File: src/hw/rename_pkg.sv
`default_nettype none

package rename_pkg;

    localparam int REG_ADDR_LEN = 5;
    localparam int REG_LEN      = 1 << REG_ADDR_LEN;
    localparam int ROB_TAG_LEN  = 3;
    localparam int DATA_LEN     = 32;

    typedef logic [REG_ADDR_LEN-1:0] reg_addr_t;
    typedef logic [ROB_TAG_LEN-1:0]  rob_tag_t;
    typedef logic [DATA_LEN-1:0]     data_t;

    // All ones is never handed out as a ROB index.
    localparam rob_tag_t NO_TAG = '1;

    // Where a source operand currently lives.
    typedef enum logic [1:0] {
        DS_ARCH      = 2'b00, // Architectural register file.
        DS_ROB_WAIT  = 2'b10, // Producer still in flight.
        DS_ROB_READY = 2'b11  // Result parked in the ROB.
    } data_stat_e;

    typedef struct packed {
        rob_tag_t rob_tag;      // Newest in-flight writer.
        logic     ready_in_rob; // Writer has completed on the CDB.
    } map_entry_t;

    typedef struct packed {
        reg_addr_t dest;
        reg_addr_t src1;
        reg_addr_t src2;
    } arch_reg_t;

    typedef struct packed {
        data_stat_e data_stat;
        reg_addr_t  reg_addr;
        rob_tag_t   rob_tag;
    } src_operand_t;

    typedef struct packed {
        src_operand_t src1;
        src_operand_t src2;
        reg_addr_t    dest;
        rob_tag_t     rob_tag; // Tag allocated to this instruction.
    } renamed_pack_t;

    typedef struct packed {
        rob_tag_t rob_tag;
        data_t    value;
    } cdb_t;

    typedef struct packed {
        reg_addr_t reg_addr;
        rob_tag_t  rob_tag;
        data_t     value;
    } commit_t;

endpackage

`default_nettype wire

File: src/hw/map_table.sv
`timescale 1ns/1ns
`default_nettype none

module map_table import rename_pkg::*; (
    input  logic          clk,
    input  logic          reset,
    input  arch_reg_t     arch_reg,
    input  logic          assign_flag,
    input  rob_tag_t      assign_rob_tag,
    input  logic          return_flag,
    input  reg_addr_t     reg_addr_from_rob,
    input  rob_tag_t      rob_tag_from_rob,
    input  logic          ready_flag,
    input  reg_addr_t     reg_addr_from_cdb,
    input  rob_tag_t      rob_tag_from_cdb,
    output renamed_pack_t renamed_pack
);

    map_entry_t table_q [REG_LEN];
    map_entry_t table_d [REG_LEN];

    // Classify one source against its map entry.
    function automatic src_operand_t lookup(input reg_addr_t addr, input map_entry_t entry);
        src_operand_t op;
        op.reg_addr = addr;
        if (entry.rob_tag == NO_TAG) begin
            op.data_stat = DS_ARCH;
            op.rob_tag   = NO_TAG;
        end else if (entry.ready_in_rob) begin
            op.data_stat = DS_ROB_READY;
            op.rob_tag   = entry.rob_tag;
        end else begin
            op.data_stat = DS_ROB_WAIT;
            op.rob_tag   = entry.rob_tag;
        end
        return op;
    endfunction

    always_ff @(posedge clk) begin
        if (reset) begin
            for (int i = 0; i < REG_LEN; i++) begin
                table_q[i].rob_tag      <= NO_TAG;
                table_q[i].ready_in_rob <= 1'b0;
            end
        end else begin
            table_q <= table_d;
        end
    end

    // Updates are applied in turn, each one seeing the result of the one before.
    always_comb begin
        table_d = table_q;

        if (assign_flag) begin
            table_d[arch_reg.dest].rob_tag      = assign_rob_tag;
            table_d[arch_reg.dest].ready_in_rob = 1'b0;
        end

        // Only the newest writer may release the register.
        if (return_flag && table_d[reg_addr_from_rob].rob_tag == rob_tag_from_rob) begin
            table_d[reg_addr_from_rob].rob_tag      = NO_TAG;
            table_d[reg_addr_from_rob].ready_in_rob = 1'b0;
        end

        // A result for an overwritten tag is ignored.
        if (ready_flag && table_d[reg_addr_from_cdb].rob_tag == rob_tag_from_cdb) begin
            table_d[reg_addr_from_cdb].ready_in_rob = 1'b1;
        end
    end

    // Lookups see the table as it was before this cycle's updates.
    assign renamed_pack.src1    = lookup(arch_reg.src1, table_q[arch_reg.src1]);
    assign renamed_pack.src2    = lookup(arch_reg.src2, table_q[arch_reg.src2]);
    assign renamed_pack.dest    = arch_reg.dest;
    assign renamed_pack.rob_tag = assign_rob_tag;

    // The ROB must never allocate the reserved tag.
    a_assign_tag_valid: assert property (
        @(posedge clk) disable iff (reset)
        assign_flag |-> assign_rob_tag != NO_TAG
    ) else $error("map_table: NO_TAG allocated to r%0d", arch_reg.dest);

endmodule

`default_nettype wire

File: src/hw/reorder_buffer.sv
`timescale 1ns/1ns
`default_nettype none

module reorder_buffer import rename_pkg::*; #(
    parameter int rob_depth = 7
) (
    input  logic      clk,
    input  logic      reset,
    input  logic      dispatch_valid,
    input  reg_addr_t dest,
    input  logic      cdb_valid,
    input  cdb_t      cdb,
    output logic      dispatch_ready,
    output logic      alloc_fire,
    output rob_tag_t  alloc_tag,
    output logic      ready_flag,
    output reg_addr_t ready_reg,
    output rob_tag_t  ready_tag,
    output logic      commit_valid,
    output commit_t   commit
);

    localparam rob_tag_t               last_tag    = rob_tag_t'(rob_depth - 1);
    localparam logic [ROB_TAG_LEN:0] depth_count = (ROB_TAG_LEN + 1)'(rob_depth);

    reg_addr_t dest_q  [rob_depth];
    data_t     value_q [rob_depth];
    logic [rob_depth-1:0] done_q;

    rob_tag_t head;
    rob_tag_t tail;
    logic [ROB_TAG_LEN:0] count;

    logic [ROB_TAG_LEN:0] cdb_offset;
    logic                 cdb_in_window;

    function automatic rob_tag_t next_ptr(input rob_tag_t ptr);
        return (ptr == last_tag) ? '0 : ptr + 1'b1;
    endfunction

    assign dispatch_ready = (count != depth_count);
    assign alloc_fire     = dispatch_valid && dispatch_ready;
    assign alloc_tag      = tail; // Tag is the entry index.

    // Completion is forwarded so the map table can mark the register ready.
    assign ready_flag = cdb_valid;
    assign ready_reg  = dest_q[cdb.rob_tag];
    assign ready_tag  = cdb.rob_tag;

    // Done is cleared on retire, so an empty head never looks done.
    assign commit_valid    = done_q[head];
    assign commit.reg_addr = dest_q[head];
    assign commit.rob_tag  = head;
    assign commit.value    = value_q[head];

    always_ff @(posedge clk) begin
        if (reset) begin
            head   <= '0;
            tail   <= '0;
            count  <= '0;
            done_q <= '0;
        end else begin
            if (alloc_fire) begin
                tail         <= next_ptr(tail);
                done_q[tail] <= 1'b0;
            end
            if (cdb_valid) begin
                done_q[cdb.rob_tag] <= 1'b1;
            end
            if (commit_valid) begin
                head         <= next_ptr(head);
                done_q[head] <= 1'b0;
            end
            case ({alloc_fire, commit_valid})
                2'b10:   count <= count + 1'b1;
                2'b01:   count <= count - 1'b1;
                default: count <= count;
            endcase
        end
    end

    always_ff @(posedge clk) begin
        if (alloc_fire) begin
            dest_q[tail] <= dest;
        end
        if (cdb_valid) begin
            value_q[cdb.rob_tag] <= cdb.value;
        end
    end

    // Distance of the CDB tag from head, modulo the ring size.
    always_comb begin
        if (cdb.rob_tag >= head) begin
            cdb_offset = {1'b0, cdb.rob_tag - head};
        end else begin
            cdb_offset = {1'b0, cdb.rob_tag} + depth_count - {1'b0, head};
        end
        cdb_in_window = (cdb.rob_tag <= last_tag) && (cdb_offset < count);
    end

    a_no_dispatch_when_full: assert property (
        @(posedge clk) disable iff (reset)
        dispatch_valid |-> dispatch_ready
    ) else $error("reorder_buffer: dispatch while full");

    // Each in-flight tag completes exactly once.
    a_cdb_tag_outstanding: assert property (
        @(posedge clk) disable iff (reset)
        cdb_valid |-> cdb_in_window && !done_q[cdb.rob_tag]
    ) else $error("reorder_buffer: CDB tag %0d not outstanding", cdb.rob_tag);

    a_depth_fits: assert property (
        @(posedge clk) rob_depth > 0 && rob_depth < (1 << ROB_TAG_LEN)
    ) else $error("reorder_buffer: rob_depth %0d collides with NO_TAG", rob_depth);

endmodule

`default_nettype wire

File: src/hw/rename_stage.sv
`timescale 1ns/1ns
`default_nettype none

module rename_stage import rename_pkg::*; #(
    parameter int rob_depth = 7
) (
    input  logic          clk,
    input  logic          reset,
    input  logic          dispatch_valid,
    input  arch_reg_t     arch_reg,
    input  logic          cdb_valid,
    input  cdb_t          cdb,
    output logic          dispatch_ready,
    output renamed_pack_t renamed_pack,
    output logic          commit_valid,
    output commit_t       commit
);

    logic      alloc_fire;
    rob_tag_t  alloc_tag;
    logic      ready_flag;
    reg_addr_t ready_reg;
    rob_tag_t  ready_tag;

    map_table u_map_table (
        .clk               (clk),
        .reset             (reset),
        .arch_reg          (arch_reg),
        .assign_flag       (alloc_fire),
        .assign_rob_tag    (alloc_tag),
        .return_flag       (commit_valid), // Retire releases the mapping.
        .reg_addr_from_rob (commit.reg_addr),
        .rob_tag_from_rob  (commit.rob_tag),
        .ready_flag        (ready_flag),
        .reg_addr_from_cdb (ready_reg),
        .rob_tag_from_cdb  (ready_tag),
        .renamed_pack      (renamed_pack)
    );

    reorder_buffer #(
        .rob_depth (rob_depth)
    ) u_reorder_buffer (
        .clk            (clk),
        .reset          (reset),
        .dispatch_valid (dispatch_valid),
        .dest           (arch_reg.dest),
        .cdb_valid      (cdb_valid),
        .cdb            (cdb),
        .dispatch_ready (dispatch_ready),
        .alloc_fire     (alloc_fire),
        .alloc_tag      (alloc_tag),
        .ready_flag     (ready_flag),
        .ready_reg      (ready_reg),
        .ready_tag      (ready_tag),
        .commit_valid   (commit_valid),
        .commit         (commit)
    );

endmodule

`default_nettype wire

File: config.mk
export PLATFORM = sky130hd
export DESIGN_NAME = rename_stage
export DESIGN_NICKNAME = d
export VERILOG_FILES = /design/src/hw/rename_pkg.sv /design/src/hw/map_table.sv /design/src/hw/reorder_buffer.sv /design/src/hw/rename_stage.sv
export SDC_FILE = /design/constraint.sdc
export NUM_CORES = 1
export LEC_CHECK = 0
export ABC_AREA = 1
export BUFFER_PORTS_ARGS = -buffer_cell sky130_fd_sc_hd__buf_4
export CAP_MARGIN = 20
export CORE_ASPECT_RATIO = 1.2
export CORE_MARGIN = 2
export CORE_UTILIZATION = 45
export CTS_CLUSTER_DIAMETER = 150
export DETAILED_ROUTE_END_ITERATION = 16
export GPL_TIMING_DRIVEN = 0
export PLACE_DENSITY_LB_ADDON = 0.12
export SLEW_MARGIN = 40
export SYNTH_ARGS = -nofsm -noshare
export SYNTH_HDL_FRONTEND = slang
export SYNTH_SLANG_ARGS = --single-unit
File: constraint.sdc
create_clock -name clk -period 8.12 [get_ports clk]
set_input_delay 0.812 -clock clk [delete_from_list [all_inputs] [get_ports clk]]
set_output_delay 0.812 -clock clk [all_outputs]
set_load 0.02 [all_outputs]
==> flow_summary_export.csv <==
group,metric,value,unit
outcome,outcome,"complete, no violations",
floorplanning,io_pins,124,
synthesis,syn_nets,3013,
place,routabilityCongestion,1.03,
floorplanning,core_area,50000,um2
timing,period_share,70.2,%
timing,tns,0,ps
synthesis,ys_top_cells_by_count,"nand2_1, nand3_1, nor2_1",
global_routing,grt_remaining_overflow,0,
power,power_density,196,nW/um2
worst_setup_path,cp_slowest_cell,"dfxtp_1",
synthesis,yosysTopAreaCellShare,34.3,%
route,routed_wirelength,109000,um
synthesis,synth_most_common_cell,"nand2_1",
timing,slew_viol_final,0,
floorplanning,start_util,45.3,%
worst_setup_path,startpoint,"u_reorder_buffer.alloc_tag[2]",
synthesis,synth_area_leaders,"edfxtp_1, dfxtp_1, nand2_1",
power,ir_drop,0.140,mV
clocking,cts_sinks,407,
power,p_total,0.00514,W
clocking,cts_setup_buffers,0,
synthesis,synthFlopType,"edfxtp_1",
route,first_iter_violations,3205,
synthesis,yosysTopAreaCell,"edfxtp_1",
worst_setup_path,reg2reg_slack,2420,ps
worst_setup_path,reg2reg_depth,27,
global_routing,met2_usage,66.3,%
final_layout,layout-area-overhead-vs-synth,15.5,%
route,post-route-drc-count,0,
global_routing,top_usage_layer,"met2",
synthesis,avgSynthCellArea,7.66,um2
route,wl_per_cell,28.5,um
min_path,hp-class,"input port to flop",
clocking,cts_buffers,44,
worst_setup_path,start_kind,"flop",
global_routing,grtUsageMet1,48.0,%
clocking,insertion_delay,610,ps
timing,max_freq,0.175,GHz
route,antenna_left,0,
timing,worst_pin_slew,918,ps
synthesis,synth_seq_cells,407,
synthesis,synth-edff-count,259,
clocking,cts_resized,0,
clocking,htree_levels,2,
clocking,cts.clk_slew.worst_paths,70,ps
global_routing,grt_pass1_vias,22400,
worst_setup_path,slowest_delay,850,ps
min_path,hold_depth,1,
clocking,cts_tree,"yes",
route,first_pass_iters,8,
synthesis,synthArstFlopShare,0,%
final_layout,num-fill-cells,4767,
global_routing,grt_max_degree,18,
floorplanning,die_h,250,um
clocking,max-clock-path-buffers,3,
route,vias,23700,
worst_setup_path,crit_required,8620,ps
timing,rsz0062_at_grt,"no",
synthesis,syn_inst,2955,
worst_setup_path,crit_arrival,6200,ps
place,port_buffers,117,
global_routing,antenna_found_initial,2,
power,leakage,10.8,nW
clocking,cts_root_buffer,"clkbuf_16",
worst_setup_path,endpoint,"u_map_table.table_q[0]",
global_routing,track_usage,40.8,%
clocking,ctsHoldBuffers,0,
floorplanning,rows,90,
job,drv_cap,0,
floorplanning,die_area,52100,um2
synthesis,yosys_warnings,0,
timing,final-hold-violation-count,0,
worst_setup_path,cp_common_cell,"nand2_1",
place,hpwl,80900,um
worst_setup_path,cp-end-kind,"flop",
route,via_per_inst,6.22,
floorplanning,die_w,209,um
synthesis,yosysUniqueCellTypes,43,
global_routing,grt_pass1_wl,154000,um
synthesis,ys_seq_area_share,47.4,%
worst_setup_path,worstSetupPathType,"flop to flop",
timing,period_needed,5700,ps
final_layout,drive_above_1_share,10.7,%
synthesis,syn_area,22600,um2
timing,clock_skew,29.5,ps
global_routing,grt.met3_usage,5.69,%
timing,setup_viol,0,
worst_setup_path,cp_max_fo,10,
worst_setup_path,rr_startpoint,"u_reorder_buffer.alloc_tag[2]",
final_layout,fin_nets,3190,
worst_setup_path,worstReg2RegEnd,"u_map_table.table_q[0]",
timing,slew_headroom,38.8,%
[per-layer routing]
| metal | wire [um] | share of wire, % |
|---|---|---|
| met5 | 0 | 0 |
| met4 | 11100 | 10 |
| met3 | 8630 | 8.0 |
| met2 | 49800 | 46 |
| met1 | 38900 | 36 |
[metrics by stage]
step	std cells	utilization, %	setup WS, ps	area, um2	hold slack, ps
6_report	3811	52.3	2420	26200	442
5_1_grt	3809	52.3	2290	26200	433
4_1_cts	3809	52.3	2760	26200	426
3_5_place_dp	3730	49.4	2280	24700	481
3_3_place_gp	3716	48.7	2240	24300	470
2_1_floorplan	2955	-	4200	22600	455
[worst min path at each step]
stage | slack [ps] | from | endpoint
after floorplan | 460 | u_reorder_buffer.done_q[4] | u_reorder_buffer.done_q[4]
after global placement | 470 | u_reorder_buffer.count[3] | u_reorder_buffer.count[3]
after detailed placement | 480 | u_map_table.table_q[20] | u_map_table.table_q[20]
after CTS | 430 | cdb[31] | u_reorder_buffer.value_q[3][31]
after global routing | 430 | cdb[27] | u_reorder_buffer.value_q[5][27]
final | 440 | cdb[17] | u_reorder_buffer.value_q[2][17]
[registers in the layout, indices dropped and copies added, names as in the netlist, named ones only]
register and count:
u_reorder_buffer.alloc_tag 3, u_reorder_buffer.done_q 7, u_reorder_buffer.dest_q 35, u_reorder_buffer.value_q 224
u_reorder_buffer.count 4, u_reorder_buffer.head 3, u_map_table.table_q 128
[layout by cell type (no fill, tap or decap), drive strengths merged]
| cell type | n |
|---|---|
| nand2 | 737 |
| nand3 | 374 |
| nor2 | 348 |
| o21ai | 262 |
| edfxtp | 259 |
| inv | 211 |
| a21oi | 208 |
| buf | 205 |
| clkbuf | 169 |
| dfxtp | 148 |
| nand4 | 63 |
| o22ai | 34 |
| o211ai | 31 |
| nand3b | 23 |
| clkinv | 20 |
| a211oi | 11 |
| o221ai | 8 |
| o311ai | 8 |
| nor3 | 7 |
| clkinvlp | 6 |
| a31oi | 5 |
| a32oi | 4 |
| a32o | 4 |
| bufinv | 4 |
| o31ai | 3 |
| o2bb2ai | 3 |
| ha | 3 |
| diode | 2 |
| or2 | 2 |
| xnor2 | 1 |
| and3 | 1 |
| o221a | 1 |
| nor3b | 1 |
| fa | 1 |
[kinds of logic after synthesis]
family	count (synthesis)	share of synthesized area [%]
buffers and inverters	405	7.59
XOR/XNOR	1	0.0387
flip-flops	407	47.4
AO/OA/AOI/OAI	582	14.1
adder cells (fa/ha/maj)	4	0.254
AND/OR/NAND/NOR	1556	30.6
[final cells by class]
| class | count | area (um2) | area share, % |
|---|---|---|---|
| diodes | 2 | 5.00 | 0.0191 |
| plain buffers | 191 | 928 | 3.55 |
| clock buffers | 52 | 1160 | 4.44 |
| clock inverters | 27 | 293 | 1.12 |
| inverters | 214 | 803 | 3.07 |
| multi-input cells | 2143 | 10300 | 39.2 |
| flip-flops and latches | 407 | 10700 | 41.0 |
| well taps | 644 | 806 | 3.08 |
| repair buffers | 131 | 1180 | 4.49 |
[critical path: cells and delay by family (launching register included)]
kind / cells / cell delay (ps)
flops: 1 / 850
buf+inv: 4 / 1220
compound gates: 3 / 1060
simple gates: 20 / 2480
[power by group]
group	total [W]	internal [W]	switching, W	leakage (nW)
clock network	0.00208	0.00117	0.000914	0.692
registers	0.00229	0.00225	0.0000324	3.55
logic	0.000772	0.000192	0.000580	6.53
total	0.00514	0.00361	0.00153	10.8
No activity file was read; power rests on OpenSTA's default activity.
